`src/include/tmip_settings.svh`:
```
`ifndef TMIP_SETTINGS_SVH
`define TMIP_SETTINGS_SVH

// image side as a power of two
`define TMIP_DIM 8

`define TMIP_PIXELS (`TMIP_DIM * `TMIP_DIM)

// signed pixel width
`define TMIP_PIX_W 16

// action list depth
`define TMIP_MAX_ACT 8

// 3x3 template taps
`define TMIP_TPL 9

`endif

```
`src/logic/tmip_pkg.sv`:
```
`include "tmip_settings.svh"

package tmip_pkg;

	typedef logic signed [`TMIP_PIX_W-1:0] pixel_t;

	typedef logic [$clog2(`TMIP_DIM)-1:0] coord_t;

	// row in upper bits, column in lower bits
	typedef logic [$clog2(`TMIP_PIXELS)-1:0] addr_t;

	typedef enum logic [1:0] {
		act_corr = 2'd0,
		act_none = 2'd1,
		act_flip = 2'd2,
		act_bright = 2'd3
	} action_t;

	// tap 0 is top left
	typedef pixel_t [`TMIP_TPL-1:0] template_t;

	typedef struct packed {
		addr_t addr;
		pixel_t value;
	} pix_wr_t;

	typedef struct packed {
		action_t [`TMIP_MAX_ACT-1:0] list;
		logic [3:0] count;
	} act_list_t;

	typedef struct packed {
		coord_t row;
		coord_t col;
		pixel_t value;
	} peak_t;

endpackage

```
`src/logic/tmip_loader.sv`:
```
`include "tmip_settings.svh"

module tmip_loader (
	input logic clk,
	input logic rst_n,
	input logic in_valid,
	input logic in_valid_2,
	input tmip_pkg::pixel_t image,
	input tmip_pkg::pixel_t template,
	input tmip_pkg::action_t action,
	output tmip_pkg::pix_wr_t pix_wr,
	output logic pix_wr_en,
	output tmip_pkg::template_t tpl,
	output tmip_pkg::act_list_t acts,
	output logic start
);
	import tmip_pkg::*;

	addr_t pix_cnt;
	logic [3:0] tpl_cnt;
	logic in_valid_2_q;

	// raster address and template tap counters
	always_ff @(posedge clk or negedge rst_n) begin
		if (!rst_n) begin
			pix_cnt <= '0;
			tpl_cnt <= '0;
			pix_wr_en <= 1'b0;
		end else begin
			pix_wr_en <= in_valid;
			if (in_valid) begin
				pix_cnt <= pix_cnt + 1'b1;
				if (tpl_cnt < 4'(`TMIP_TPL))
					tpl_cnt <= tpl_cnt + 4'd1;
			end else begin
				pix_cnt <= '0;
				tpl_cnt <= '0;
			end
		end
	end

	always_ff @(posedge clk) begin
		pix_wr.addr <= pix_cnt;
		pix_wr.value <= image;
		if (in_valid && tpl_cnt < 4'(`TMIP_TPL))
			tpl[tpl_cnt] <= template;
	end

	// action list is emptied while a new image arrives
	always_ff @(posedge clk or negedge rst_n) begin
		if (!rst_n) begin
			acts <= '0;
		end else if (in_valid) begin
			acts.count <= '0;
		end else if (in_valid_2 && acts.count < 4'(`TMIP_MAX_ACT)) begin
			acts.list[acts.count[2:0]] <= action;
			acts.count <= acts.count + 4'd1;
		end
	end

	// start on the falling edge of in_valid_2
	always_ff @(posedge clk or negedge rst_n) begin
		if (!rst_n) begin
			in_valid_2_q <= 1'b0;
			start <= 1'b0;
		end else begin
			in_valid_2_q <= in_valid_2;
			start <= in_valid_2_q && !in_valid_2;
		end
	end

	a_no_overlap: assert property (@(posedge clk) disable iff (!rst_n)
		!(in_valid && in_valid_2));

endmodule

```
`config.mk`:
```
export PLATFORM = sky130hd
export DESIGN_NAME = tmip_loader
export DESIGN_NICKNAME = d
export VERILOG_FILES = /design/src/logic/tmip_pkg.sv /design/src/logic/tmip_loader.sv
export VERILOG_INCLUDE_DIRS = /design/src /design/src/include
export SDC_FILE = /design/constraint.sdc
export NUM_CORES = 1
export LEC_CHECK = 0
export ABC_AREA = 1
export BUFFER_PORTS_ARGS = -buffer_cell sky130_fd_sc_hd__buf_2
export CORE_ASPECT_RATIO = 1.2
export CORE_MARGIN = 8
export CORE_UTILIZATION = 35
export CTS_BUF_LIST = sky130_fd_sc_hd__clkbuf_8
export DETAILED_ROUTE_END_ITERATION = 6
export HOLD_SLACK_MARGIN = 0.03
export PLACE_DENSITY_LB_ADDON = 0.2
export SLEW_MARGIN = 30
export SYNTH_ARGS = -nofsm -noshare
export SYNTH_HDL_FRONTEND = slang
export SYNTH_SLANG_ARGS = --single-unit
```
`constraint.sdc`:
```
create_clock -name clk -period 2.6 [get_ports clk]
set_input_delay 0.52 -clock clk [delete_from_list [all_inputs] [get_ports clk]]
set_output_delay 0.52 -clock clk [all_outputs]
set_load 0.03 [all_outputs]
```
# Word-level counts from Yosys, hierarchy flattened
# Cells that the tools add are included.
totals:
  romBits: 0
  memories: 0
  out_inout_bits: 188
  in_bits: 38
  register_bits: 199
  latch_bits: 0
  mem_bits_rw: 0
  elab_cells: 55
classes:
  n_mul: 0
  addsub: 3
  n_div: 0
  n_mux: 11
  n_reduce_logical: 8
  eq_ne: 1
  n_bitwise: 1
  magnitude_cmp: 6
  shifts: 0
op_table:
  columns: ["cell", "n"]
  rows:
  - ["144-bit bitwise mux", 1]
  - ["16-bit demux with 4-bit select", 1]
  - ["16-bit bitwise mux", 1]
  - ["16-bit two-way mux", 1]
  - ["4-bit two-way mux", 4]
  - ["4-bit by 1-bit adder with 4-bit output (second input constant)", 2]
  - ["4-bit < comparator (second input constant)", 2]
  - ["6-bit by 1-bit adder with 6-bit output (second input constant)", 1]
  - ["2-bit demux with 3-bit select", 1]
  - ["6-bit two-way mux", 1]
  - ["1-bit logical AND", 5]
  - ["4-bit by 5-bit < comparator with 1-bit output (second input constant)", 1]
  - ["4-bit by 1-bit >= comparator with 1-bit output (second input constant)", 1]
  - ["3-bit by 4-bit < comparator with 1-bit output (second input constant)", 1]
  - ["3-bit by 1-bit >= comparator with 1-bit output (second input constant)", 1]
  - ["2-bit two-way mux", 1]
  - ["2-bit by 1-bit inequality test with 1-bit output (second input constant)", 1]
  - ["2-bit AND reduction", 1]
  - ["2-bit nonzero test", 1]
  - ["1-bit logical NOT", 1]
  - ["1-bit NOT", 1]

# Depth between registers and ports, before layout
depth:
  depth_word: 5
  mapped_depth: 8
  depth_no_buf: 8

# Least setup slack after synthesis
# Ideal clock, no wire load.
synth_timing:
  kind: "register to register"
  start: "reg tpl_cnt[0]"
  end: "reg tpl[128] (netlist bit), enable pin"
  slack_ps: -190
  synth_period_minus_slack_ps: 2790
  path_stages_with_launch: 5
  n_path_buf: 0
  required_ps: 2170
  setup_time_ps: 430
  t_arrival_ps: 2359
  cell_sequence: "dfrtp_1 -> inv_1 -> ha_1 -> inv_1 -> nor4_1"
synth_via:
  elab_chain_cells: 2
synth_lines:
  columns: ["element", "line_no", "text"]
  rows:
  - ["from (decl)", "tmip_loader.sv:20", "logic [3:0] tpl_cnt;"]
  - ["from (signal assigned)", "tmip_loader.sv:34", "tpl_cnt <= tpl_cnt + 4'd1;"]
  - ["4-bit < comparator", "tmip_loader.sv:45", "if (in_valid && tpl_cnt < 4'(`TMIP_TPL))"]
  - ["1-bit logical AND", "tmip_loader.sv:45", null]
  - ["to (signal, indexed assignment)", "tmip_loader.sv:46", "tpl[tpl_cnt] <= template;"]
  - ["to (decl)", "tmip_loader.sv:13", "output tmip_pkg::template_t tpl,"]
# Every way passes these cells.
# A chain may end at the register's enable or synchronous reset.

# Worst setup path after layout
layout_timing:
  start: "reg acts[0] (netlist bit)"
  end: "out acts[0] (netlist bit)"
layout_rtl:
  columns: ["element", "line_no", "text"]
  rows:
  - ["from (decl)", "tmip_loader.sv:14", "output tmip_pkg::act_list_t acts,"]
# No word-level cell between the ends.

==> summary.txt <==
STA
  – Headroom to the max-slew limit: 50.51%
  – Final Hold Vio Count: 0
  – Fmax: 556.1 MHz
  – Setup WS post-layout: 0.8018 ns
  – Fin crit period: 1.798 ns
  – Clock skew: 0.01245 ns
  – Setup Viol. Count Final: 0
  – Fin. max-slew vios: 0
  – Final period utilization: 69.16%
  – Slew of the pin with the lowest slew margin: 0.7424 ns
  – Unrepaired setup endpoints after global routing: no

Detailed routing
  – Total vias in the final route: 3787
  – Detailed router's first-iteration violation count: 173
  – Antenna-violating nets left: 0
  – DR WL/cell: 18.98 µm
  – # DRC: 0
  – Via density: 4.508
  – Final wirelength: 15940 µm
  – Number of detailed-route iterations in the first pass: 4

Floorplan
  – Die Y: 163.2 µm
  – Core box area: 17970 µm²
  – Row cnt: 54
  – Initial Util: 35.19%
  – I/O Pins: 226
  – Die Footprint: 22640 µm²
  – Die W: 138.7 µm

Setup path
  – Critical path launch point type: flop
  – CP delay by family, top: flip-flops
  – Setup crit end kind: primary output
  – CP max stage delay: 0.55 ns
  – Worst-path fanout max: 9
  – Data required, critical path: 2.08 ns
  – Worst path slowest cell: dfrtp_1
  – Critical path buffers and inverters: 1
  – Crit Path Category: flop to primary output
  – CP cell instances: buf_2
  – Critical path arrival: 1.28 ns

Synth
  – Number of distinct library cells after synthesis: 22
  – Synth Register Bits: 199
  – Dominant cell type by area after synthesis: edfxtp_1
  – Post-synth top cells: edfxtp_1 (144), nand2_1 (55), dfrtp_1 (33)
  – Asr flop ratio synth: 16.58%
  – Syn. warnings: 0
  – Largest cells by area after synthesis: edfxtp_1 (68%), dfrtp_1 (13%), dfxtp_1 (7.0%)
  – EDFF count, synth: 144
  – Syn avg cell area: 17.96 µm²
  – Syn Inst Count: 352
  – Leading cell type by number of instances after synthesis: edfxtp_1
  – Post-Syn Area: 6324 µm²
  – Ys flop type: edfxtp_1
  – Post-Syn Nets: 396
  – Yosys top cell area share: 68.38%
  – Sequential fraction of the synthesis area: 88.41%

Run status
  – Status: completed

Global routing
  – Vias in the first global route: 4004
  – Largest net degree at the start of global routing: 34
  – GRT Resource Usage Total: 14.12%
  – Antenna violations before repair: 1
  – Total gr overflow: 0
  – First-pass GRT wire length: 24070 µm

Placed design
  – Final GP Congestion: 0.8270
  – # placed instances: 808
  – PortBufs: 225
  – Pre-CTS WS: 0.6346 ns
  – DP HPWL: 11780 µm

CTS
  – TritonCTS Buffers: 17
  – # hold bufs at CTS: 0
  – Clock sink count: 199
  – Clk root buf: clkbuf_8
  – Post-cts sizing count: 0
  – Max H-tree Level: 4
  – Clk slew on worst S/H paths: 0.10 ns
  – TritonCTS clock tree: done
  – Postcts setup bufs: 0
  – Bufs on Longest Clock Path: 2
  – Clk_lat worst skew: 0.45 ns

Finish
  – Layout cells sized above 1: 44.64%
  – Diodes inserted: 0
  – Final net count: 647
  – Non-Filler Instances: 840
  – Fillers: 1588
  – Area Overhead vs Synth: 29.74%

Pwr
  – PwrDens: 744.1 nW/µm²
  – Switching Fraction: 25.55%
  – Sequential power share: 58.9%
  – Internal power consumption: 4.545 mW
  – Sw Pwr: 1.560 mW
  – LEAKAGE: 3.492 nW
  – Clock power share: 32.0%
  – Maximum VDD drop: 0.0003073 V
  – Comb power frac: 9.0%

Min path
  – Worst Hold Class: primary input to async pin

Run
  – Max-Cap Viols: 0
final cells by class:
cell class | instances | area [µm²] | share of cell area (%)
Sequential cell | 199 | 5590 | 68.14
Multi-Input combinational cell | 128 | 648.1 | 7.900
Clock inverter | 15 | 167.7 | 2.044
Inverter | 22 | 82.58 | 1.007
Tap cell | 224 | 280.3 | 3.416
Clock buffer | 17 | 234.0 | 2.852
Timing Repair Buffer | 235 | 1201 | 14.64
stage by stage:
step | area, µm² | utilization (%) | power [mW] | setup TNS, ns | hold WS, ns
global placement | 7802 | 43.41 | 4.216 | 0 | 0.3887
finish | 8204 | 45.65 | 6.105 | 0 | 0.1219
CTS | 8204 | 45.65 | 6.198 | 0 | 0.1128
detailed placement | 7802 | 43.41 | 4.230 | 0 | 0.3962
floorplan | 6324 | - | 3.979 | -8.540 | 0.2244
global route | 8204 | 45.65 | 6.372 | 0 | 0.1144
worst paths after layout:
path | startpoint | end | slack [ns] | depth (start not counted)
hold reg to reg | pix_cnt[4] | pix_wr[20] | 0.41 | 0
hold / removal | rst_n | acts[9] | 0.12 | 1
setup reg to reg | tpl_cnt[2] | tpl[18] | 0.85 | 3
setup / recovery | acts[0] | acts[0] | 0.80 | 1
min in group clk | image[10] | pix_wr[10] | 0.16 | 1
max in group asynchronous | rst_n | tpl_cnt[2] | 2.00 | 1
state kept, by name, summed over array words and instances (netlist names):
| signal | count |
|---|---|
| tpl_cnt | 4 |
| start | 1 |
| in_valid_2_q | 1 |
| pix_wr_en | 1 |
| tpl | 144 |
| acts | 20 |
| pix_wr | 22 |
| pix_cnt | 6 |
placed cells by master, fill, tap and decap left out:
master / Yosys / final
edfxtp_1: 144 / 144
nand2_1: 55 / 55
buf_2: 2 / 225
nor2_4: 1 / 1
a21oi_1: 5 / 5
inv_2: 2 / 2
bufinv_16: 0 / 2
dfxtp_1: 22 / 22
nand4_1: 6 / 6
nand3_2: 1 / 1
ha_1: 6 / 6
nor3_2: 2 / 2
nand3_1: 15 / 15
inv_8: 0 / 3
clkinvlp_4: 0 / 3
o21ai_0: 11 / 11
nor2_1: 17 / 17
nor3_1: 1 / 1
clkinv_4: 0 / 2
inv_1: 19 / 20
o21ai_1: 4 / 4
nor4_2: 0 / 3
dfrtp_1: 33 / 33
inv_6: 0 / 3
nand2_2: 1 / 1
clkinv_1: 1 / 2
clkbuf_8: 0 / 17
buf_4: 0 / 10
power groups by stage:
stage               clock (mW)  sequential [mW]  combinational [mW]
floorplan                    0             3.88               0.102
global placement             0             3.67               0.550
detailed placement           0             3.67               0.562
CTS                       2.04             3.60               0.563
global route              2.16             3.61               0.595
finish                    1.96             3.60               0.552
layer usage:
layer  GRT usage (%)  part of all wire (%)  up-vias
li1                -                     -     1765
met1           16.46                    41     1824
met2           22.82                    48      183
met3           6.725                   9.8       13
met4           4.348                  0.76        2
met5               0                 0.063        -
cell families after synthesis:
family / Yosys count / synth area share (%)
buffers and inverters: 25 / 1.642
adders and majority gates: 6 / 1.187
DFF: 199 / 88.41
and+or+nand+nor: 102 / 7.182
AOI/OAI and AO/OA: 20 / 1.583
No activity file was read; power rests on OpenSTA's default activity.
