<file path="src/include/tmip_settings.svh">
`ifndef TMIP_SETTINGS_SVH
`define TMIP_SETTINGS_SVH

// image side as a power of two
`define TMIP_DIM 8

`define TMIP_PIXELS (`TMIP_DIM * `TMIP_DIM)

// signed pixel width
`define TMIP_PIX_W 16

// action list depth
`define TMIP_MAX_ACT 8

// 3x3 template taps
`define TMIP_TPL 9

`endif

</file>
<file path="src/logic/tmip_pkg.sv">
`include "tmip_settings.svh"

package tmip_pkg;

	typedef logic signed [`TMIP_PIX_W-1:0] pixel_t;

	typedef logic [$clog2(`TMIP_DIM)-1:0] coord_t;

	// row in upper bits, column in lower bits
	typedef logic [$clog2(`TMIP_PIXELS)-1:0] addr_t;

	typedef enum logic [1:0] {
		act_corr = 2'd0,
		act_none = 2'd1,
		act_flip = 2'd2,
		act_bright = 2'd3
	} action_t;

	// tap 0 is top left
	typedef pixel_t [`TMIP_TPL-1:0] template_t;

	typedef struct packed {
		addr_t addr;
		pixel_t value;
	} pix_wr_t;

	typedef struct packed {
		action_t [`TMIP_MAX_ACT-1:0] list;
		logic [3:0] count;
	} act_list_t;

	typedef struct packed {
		coord_t row;
		coord_t col;
		pixel_t value;
	} peak_t;

endpackage

</file>
<file path="src/logic/tmip_peak_stream.sv">
`include "tmip_settings.svh"

module tmip_peak_stream (
	input logic clk,
	input logic rst_n,
	input logic frame_done,
	input tmip_pkg::pixel_t rd_data,
	output tmip_pkg::addr_t rd_addr,
	output logic out_valid,
	output tmip_pkg::coord_t out_x,
	output tmip_pkg::coord_t out_y,
	output tmip_pkg::pixel_t out_value
);
	import tmip_pkg::*;

	logic scanning;
	logic streaming;
	addr_t cnt;
	coord_t scan_row;
	coord_t scan_col;
	logic cnt_last;
	peak_t peak;

	assign rd_addr = cnt;
	assign {scan_row, scan_col} = cnt;
	assign cnt_last = cnt == addr_t'(`TMIP_PIXELS - 1);

	// pass control
	always_ff @(posedge clk or negedge rst_n) begin
		if (!rst_n) begin
			scanning <= 1'b0;
			streaming <= 1'b0;
			cnt <= '0;
		end else if (frame_done) begin
			scanning <= 1'b1;
			streaming <= 1'b0;
			cnt <= '0;
		end else if (scanning || streaming) begin
			cnt <= cnt + 1'b1;
			if (cnt_last) begin
				cnt <= '0;
				scanning <= 1'b0;
				streaming <= scanning;
			end
		end
	end

	// first strictly greater pixel wins, so ties keep the earlier one
	always_ff @(posedge clk) begin
		if (scanning && (cnt == '0 || rd_data > peak.value)) begin
			peak.row <= scan_row;
			peak.col <= scan_col;
			peak.value <= rd_data;
		end
	end

	always_ff @(posedge clk or negedge rst_n) begin
		if (!rst_n) begin
			out_valid <= 1'b0;
			out_x <= '0;
			out_y <= '0;
			out_value <= '0;
		end else if (streaming) begin
			out_valid <= 1'b1;
			out_x <= peak.row;
			out_y <= peak.col;
			out_value <= rd_data;
		end else begin
			out_valid <= 1'b0;
			out_x <= '0;
			out_y <= '0;
			out_value <= '0;
		end
	end

	a_pos_stable: assert property (@(posedge clk) disable iff (!rst_n)
		(out_valid && $past(out_valid)) |-> ($stable(out_x) && $stable(out_y)));

endmodule

</file>
<file path="config.mk">
export PLATFORM = sky130hd
export DESIGN_NAME = tmip_peak_stream
export DESIGN_NICKNAME = d
export VERILOG_FILES = /design/src/logic/tmip_pkg.sv /design/src/logic/tmip_peak_stream.sv
export VERILOG_INCLUDE_DIRS = /design/src /design/src/include
export SDC_FILE = /design/constraint.sdc
export NUM_CORES = 1
export LEC_CHECK = 0
export BUFFER_PORTS_ARGS = -buffer_cell sky130_fd_sc_hd__buf_2
export CAP_MARGIN = 20
export CORE_UTILIZATION = 23
export CTS_CLUSTER_DIAMETER = 200
export CTS_CLUSTER_SIZE = 24
export DETAILED_ROUTE_END_ITERATION = 8
export PLACE_DENSITY_LB_ADDON = 0.25
export SLEW_MARGIN = 5
export SYNTH_ARGS = -nofsm -noshare
export SYNTH_HDL_FRONTEND = slang
export SYNTH_SLANG_ARGS = --single-unit
</file>
<file path="constraint.sdc">
create_clock -name clk -period 2.9 [get_ports clk]
set_input_delay 0.58 -clock clk [delete_from_list [all_inputs] [get_ports clk]]
set_output_delay 0.58 -clock clk [all_outputs]
set_load 0.02 [all_outputs]
</file>
# Yosys cells after proc, flatten, opt, wreduce, memory -nomap -nowiden
# Cells that the tools add are included.
# op_classes
magnitude_cmp	1
n_eq_ne	1
addsub	1
reduce_logical	7
mux	13
# op_table
cell	n
$mux W6	3
$gt A16 B16 Y1	1
$mux W16	1
$mux W1	7
$add A6 B1 Y6 const B	1
$eq A6 B6 Y1 const B	1
$logic_not A6 Y1	1
$mux W3	2
$reduce_bool A2 Y1	2
$logic_or A1 B1 Y1	2
$reduce_and A2 Y1	1
$logic_and A1 B1 Y1	1
# word_totals
in_bits	19
word_cells	33
regBits	53

# Logic depth before layout (Yosys ltp)
# Gate-level depths: netlist (run 1).
# logic_depth
ltp_word	4
ltp_mapped	7

# Least setup slack after synthesis (run 1)
# Ideal clock, no wire load.
# synth_timing
kind	input -> register
start	in rd_data[15]
end	reg peak[0] (netlist bit), enable pin
setup_time_ps	384
slack_ps	362
arrival_ps	2154
path_stages	6
cell_sequence	ha_1 > nand4_2 > nor4_2 > o21a_1 > a2111oi_1 > o21ai_2
# synth_between
elab_chain_len	3
# synth_lines
element	line	source
from (decl)	tmip_peak_stream.sv:7	input tmip_pkg::pixel_t rd_data,
$gt A16 B16 Y1	tmip_peak_stream.sv:50	if (scanning && (cnt == '0 || rd_data > peak.value)) begin
$logic_or A1 B1 Y1	tmip_peak_stream.sv:50	
$logic_and A1 B1 Y1	tmip_peak_stream.sv:50	
to (decl)	tmip_peak_stream.sv:22	peak_t peak;
# No other way between the ends.
# A chain may end at the register's enable or synchronous reset.

# Worst setup path after layout (run 1)
# layout_timing
start	in rd_data[15]
end	reg peak[14] (netlist bit), enable pin
# The elaborated chain is that of the path after synthesis.

==> results.sh, run 1 <==
export IMPL_endpoint="peak[14]"
export IMPL_ctsResizeCount=0
export IMPL_io_pins=48
export IMPL_num_antenna_cells=0
export IMPL_die_width_um=100
export IMPL_rr_endpoint="peak[14]"
export IMPL_drive_gt1_share_pct=26.3
export IMPL_finalSetupViolations=0
export IMPL_grt_busiest_layer="met2"
export IMPL_synth_cells=172
export IMPL_seq_area_sq_mm=0.00144
export IMPL_die_area_sq_mm=0.0101
export IMPL_yosysUniqueCellTypes=32
export IMPL_ctsRootBufferMaster="clkbuf_8"
export IMPL_core_sq_mm=0.00933
export IMPL_critPathKind="primary input to flip-flop"
export IMPL_drt_iter0_drc=61
export IMPL_ys_ff_latch=53
export IMPL_fin_skew_ns=0.0106
export IMPL_avgSynthCellArea_sq_um=12.9
export IMPL_power_leakage_nw=1.37
export IMPL_gr_usage_met3_pct=2.44
export IMPL_multiInputGateArea_sq_um=696
export IMPL_vdd_ir_drop_max_v=0.000163
export IMPL_cts_hold_buf=0
export IMPL_path_cells="buf_2 > ha_1 > nand4_2 > nor4_2 > o21a_1 > a2111oi_1 > o21ai_2 > buf_4"
export IMPL_ys_warn_count=0
export IMPL_relSlewSlack_pct=51.8
export IMPL_cts_setup_buffers=0
export IMPL_min_path_type="primary input to asynchronous set/reset pin"
export IMPL_tightestPinTransition_ns=0.724
export IMPL_grt_ovfl_total=0
export IMPL_yosys_area_top_type_share_pct=34.9
export IMPL_worst_ep_arrival_time_ns=2.10
export IMPL_route_vias_total=1389
export IMPL_path_clk_slew_ns=0.10
export IMPL_num_rows=35
export IMPL_routed_wl_um=4310
export IMPL_fillers=963
export IMPL_nets=261
export IMPL_track_usage_pct=9.48
export IMPL_crit_slowest_cell="ha_1"
export IMPL_use_met1_pct=11.9
export IMPL_cts_buffers=5
export IMPL_netlist_area_sq_mm=0.00223
export IMPL_worstSetupStartpoint="rd_data[15]"
export IMPL_wl_per_cell_um=12.2
export IMPL_worstSkewPairLatency_ns=0.30
export IMPL_worstSetupEndpointType="flip-flop"
export IMPL_start_util_pct=23.9
export IMPL_die_h_um=100
export IMPL_yosysSeqAreaShare_pct=64.5
export IMPL_yosys_top_cells_area="dfrtp_1 (35%), edfxtp_1 (30%), ha_1 (10%)"
export IMPL_rr_worst_depth=7
export IMPL_final_max_slew_viol_count=0
export IMPL_clock_path_buffers=2
export IMPL_area_delta_synth_final_pct=21.7
export IMPL_cts_tree="done"
export IMPL_postRouteAntennaNets=0
export IMPL_cp_start_kind="primary input"
export IMPL_period_share_pct=72.3
export IMPL_clock_fmax_mhz=477
export IMPL_grt_pass1_wl_um=7330
export IMPL_r2r_setup_slack_ns=0.83
export IMPL_critPathMaxFanout=12
export IMPL_r2r_start="peak[3]"
export IMPL_drtPass1Iterations=5
export IMPL_use_met2_pct=16.1
export IMPL_gp_congestion=0.759
export IMPL_grt_max_degree=32
export IMPL_final_cell_mix="buf_2 (47), dfrtp_1 (31), and2_1 (22), edfxtp_1 (22), inv_1 (19)"
export IMPL_power_density_mw_per_mm2=535
export IMPL_synth_area_leader_cell="dfrtp_1"
export IMPL_max_cap_violations=0
export IMPL_utilization_pct=29.0
export IMPL_cts_max_level=2
export IMPL_hold_viol_final=0
export IMPL_max_stage_delay_ns=0.33
export IMPL_clkSinkCount=53
export IMPL_rsz0062_at_grt="no"
export IMPL_tns_ns=0
export IMPL_antenna_found_initial=0
export IMPL_dpl_hpwl_um=3080
export IMPL_synth_nets=209
export IMPL_final_common_cell="buf_2"
export IMPL_port_buffers=47
export IMPL_vias_per_cell=3.93
export IMPL_grt_pass1_vias=1469
export IMPL_finalCriticalPeriod_ns=2.10
export IMPL_crit_required_ns=2.90
export IMPL_status="complete, no violations"
export IMPL_remaining_drc_errors=0
## report_power, final
part / leakage [nW] / internal [mW] / switching [mW] / total, mW
Combinational: 0.665 / 0.0651 / 0.104 / 0.169
Clock: 0.0443 / 0.190 / 0.230 / 0.420
Sequential: 0.659 / 0.842 / 0.0174 / 0.859
Total: 1.37 / 1.10 / 0.351 / 1.45
## through the flow
step	area, sq um	hold WS (ns)	cells	setup slack [ns]	power (mW)
finish	2710	0.332	353	0.802	1.45
detailed placement	2620	0.449	346	0.464	1.05
CTS	2710	0.363	353	0.783	1.48
floorplan	2230	0.284	172	0.362	0.976
global route	2710	0.402	353	0.671	1.54
global placement	2620	0.453	346	0.530	1.05
## state kept, by name, indices dropped and copies added, names as in the netlist
register	flops
out_y	3
peak	22
streaming	1
out_value	16
rd_addr	6
scanning	1
out_x	3
out_valid	1
## worst min-delay path by stage
| stage | from | to | slack (ns) | depth (start not counted) |
|---|---|---|---|---|
| floorplan | rst_n | out_valid | 0.28 | 0 |
| detailed placement | peak[17] | out_y[1] | 0.45 | 1 |
| CTS | rst_n | out_value[13] | 0.36 | 1 |
| finish | rst_n | out_value[13] | 0.33 | 1 |
| global placement | peak[21] | out_x[2] | 0.45 | 1 |
| global route | rst_n | out_value[13] | 0.40 | 1 |
## synth_stat cells
cell type	instances
dfrtp_1	31
and2_1	22
edfxtp_1	22
inv_1	19
ha_1	18
nor2_1	10
a21oi_1	8
nand3_1	6
nand2_1	5
buf_2	3
xor2_1	3
a21o_1	2
clkbuf_1	2
nand4_1	2
o21ai_0	2
a2111oi_1	1
and3_1	1
mux2i_1	1
nand2b_1	1
nand3b_1	1
nand4_2	1
nor2b_1	1
nor3_1	1
nor4_2	1
nor4b_1	1
o2111ai_1	1
o211ai_1	1
o21a_1	1
o21ai_2	1
o21bai_1	1
o221ai_1	1
xnor2_1	1
## cells by family (layout without fill, tap and decap cells)
group	after synthesis	in the layout	share of synthesized area, %
and+or+nand+nor	53	53	13.5
buffers and inverters	24	76	4.22
AOI/OAI and AO/OA	19	19	5.57
DFF	53	53	64.5
muxes	1	1	0.450
adders and majority gates	18	18	10.1
xor gates and xnor gates	4	4	1.57
## cell type report
cell class / instances / area share [%]
Clock buffer: 7 / 3.19
Tap cell: 129 / 5.96
Multi-Input combinational cell: 95 / 25.7
Timing Repair Buffer: 50 / 9.51
Inverter: 19 / 2.63
Sequential cell: 53 / 53.0
## routing by layer
layer / routed length, um / share of wire (%)
met3: 154 / 3.6
met5: 0 / 0
met4: 39 / 0.91
met1: 1980 / 46
met2: 2130 / 50
## critical path: cells and delay by family
family | cells | cell delay (ns)
compound gates | 3 | 0.35
fa+ha+maj | 1 | 0.33
buf+inv | 2 | 0.35
simple gates | 2 | 0.48
No activity file was read; power rests on OpenSTA's default activity.
==> run 2: changes to the inputs <==
==> constraint.sdc (replaced) <==
create_clock -name clk -period 2 [get_ports clk]
set_input_delay 0.4 -clock clk [delete_from_list [all_inputs] [get_ports clk]]
set_output_delay 0.4 -clock clk [all_outputs]
set_load 0.02 [all_outputs]
==> run 2 against run 1 <==
Against the previous run: the flow now finishes with violations (negative setup slack); design area rose by 6.1%; sequential cell count did not move; clock skew rose by 0.0030 ns; total power rose by 57%; first-iteration DRC count fell by 20%; hold slack got worse by 0.23 ns; clock-buffer cell count fell by 2; clock power rose by 71%; sequential power rose by 46%; highest routed layer unchanged.
==> results.sh, run 2 (synthesized netlist as in run 1, its figures left out) <==
export IMPL_status="complete, but fails checks"
export IMPL_violations="negative setup slack"
export IMPL_finalWorstSetupSlack_ns=-0.0565
export IMPL_drive_gt1_share_pct=33.1
export IMPL_path_clk_slew_ns=0.10
export IMPL_finalCriticalPeriod_ns=2.06
export IMPL_wl_per_cell_um=12.3
export IMPL_cp_start_kind="flip-flop"
export IMPL_crit_family="simple AND/OR/NAND/NOR gates"
export IMPL_postRouteAntennaNets=0
export IMPL_max_cap_violations=0
export IMPL_core_sq_mm=0.00933
export IMPL_critPathKind="flip-flop to flip-flop"
export IMPL_remaining_drc_errors=0
export IMPL_drtPass1Iterations=4
export IMPL_cts_buffers=5
export IMPL_route_vias_total=1443
export IMPL_die_area_sq_mm=0.0101
export IMPL_clkSinkCount=53
export IMPL_num_rows=35
export IMPL_tightestPinTransition_ns=0.420
export IMPL_die_h_um=100
export IMPL_vdd_ir_drop_max_v=0.000298
export IMPL_port_buffers=47
export IMPL_io_pins=48
export IMPL_crit_required_ns=2.03
export IMPL_num_antenna_cells=0
export IMPL_cts_tree="done"
export IMPL_max_stage_delay_ns=0.35
export IMPL_ctsRootBufferMaster="clkbuf_8"
export IMPL_rsz0062_at_grt="yes"
export IMPL_final_cell_mix="buf_2 (47), dfrtp_1 (31), and2_1 (22), edfxtp_1 (22), inv_1 (16)"
export IMPL_power_leakage_nw=1.43
export IMPL_track_usage_pct=9.91
export IMPL_worstSetupEndpointType="flip-flop"
export IMPL_worstSkewPairLatency_ns=0.31
export IMPL_antenna_found_initial=0
export IMPL_die_width_um=100
export IMPL_fillers=964
export IMPL_drt_iter0_drc=49
export IMPL_cts_max_level=2
export IMPL_period_share_pct=103
export IMPL_relSlewSlack_pct=72.0
export IMPL_clock_fmax_mhz=486
export IMPL_final_common_cell="buf_2"
export IMPL_nets=272
export IMPL_min_path_type="primary input to asynchronous set/reset pin"
export IMPL_vias_per_cell=3.95
export IMPL_largest_register="peak"
export IMPL_critPathMaxFanout=5
export IMPL_power_density_mw_per_mm2=790
export IMPL_area_delta_synth_final_pct=29.1
export IMPL_start_util_pct=23.9
export IMPL_worst_ep_arrival_time_ns=2.09
export IMPL_hold_viol_final=0
export IMPL_routed_wl_um=4500
export IMPL_grt_pass1_wl_um=7470
export IMPL_dpl_hpwl_um=3300
export IMPL_utilization_pct=30.8
export IMPL_worst_path_buf_inv=2
export IMPL_fin_skew_ns=0.0136
export IMPL_grt_ovfl_total=0
export IMPL_largest_reg_flops=22
export IMPL_final_max_slew_viol_count=0
export IMPL_tns_ns=-1.07
export IMPL_clock_path_buffers=2
export IMPL_gp_congestion=0.797
export IMPL_grt_max_degree=32
export IMPL_path_cells="inv_2 > ha_4 > nand4_1 > nor4_2 > o21a_1 > a2111oi_2 > o21ai_4 > buf_4"
export IMPL_crit_slowest_cell="edfxtp_1"
export IMPL_finalSetupViolations=22
export IMPL_grt_pass1_vias=1509
==> run 2: changes by cell type in the layout (fill, tap and decap cells not counted), sizes merged <==
cell      delta
clkinvlp     +1
clkbuf       -2
buf         +11
bufinv       +1
clkinv       +1
==> run 2: worst register-to-register path, cell delays in order, from the launching register on <==
cell and delay, ns:
edfxtp_1 0.35, inv_2 0.05, ha_4 0.26, nand4_1 0.16
nor4_2 0.35, o21a_1 0.19, a2111oi_2 0.06, o21ai_4 0.20
buf_4 0.18
==> run 2: cell type report <==
class | instances | area, sq um | share of cell area, %
Multi-Input combinational cell | 95 | 746 | 26.0
Inverter | 19 | 71.3 | 2.48
Sequential cell | 53 | 1440 | 50.0
Tap cell | 129 | 161 | 5.62
Clock buffer | 5 | 68.8 | 2.40
Timing Repair Buffer | 61 | 348 | 12.1
Clock inverter | 3 | 41.3 | 1.44
==> run 2: per-layer routing <==
metal | GRT usage [%] | wire (um)
met4 | 3.01 | 57
met5 | 0 | 0
met3 | 2.44 | 187
met1 | 12.8 | 2020
met2 | 16.4 | 2230
==> run 2: per-stage QoR <==
step | instances | area [sq um] | setup WS (ns) | hold slack, ns | power (mW)
after floorplan | 172 | 2280 | -0.116 | 0.104 | 1.43
after global placement | 356 | 2750 | -0.308 | 0.435 | 1.57
after detailed placement | 356 | 2750 | -0.274 | 0.450 | 1.57
after CTS | 364 | 2870 | -0.129 | 0.118 | 2.32
after global routing | 365 | 2870 | -0.212 | 0.136 | 2.41
final | 365 | 2870 | -0.0565 | 0.102 | 2.27
==> run 2: final timing paths <==
path	start	endpoint	slack (ns)	cells after the start
min in group clk	rd_data[7]	peak[7]	0.29	1
max in group asynchronous	rst_n	out_x[2]	1.59	2
hold / removal	rst_n	out_x[0]	0.10	2
setup / recovery	peak[10]	peak[15]	-0.06	8
setup reg to reg	peak[10]	peak[15]	-0.06	8
hold reg to reg	peak[19]	out_x[0]	0.45	1
==> run 2: where the power goes <==
group          switching (mW)  internal, mW  total [mW]  leakage (nW)
Sequential             0.0270          1.22        1.25         0.659
Combinational           0.169         0.133       0.302         0.719
Clock                   0.350         0.369       0.719        0.0518
Total                   0.546          1.72        2.27          1.43
==> run 2: timing repair <==
action,CTS,global route
gates resized for setup,3,2
setup buffers,0,1
pin swaps,3,2
endpoints found under the setup margin,22,22
hold buffers,0,0
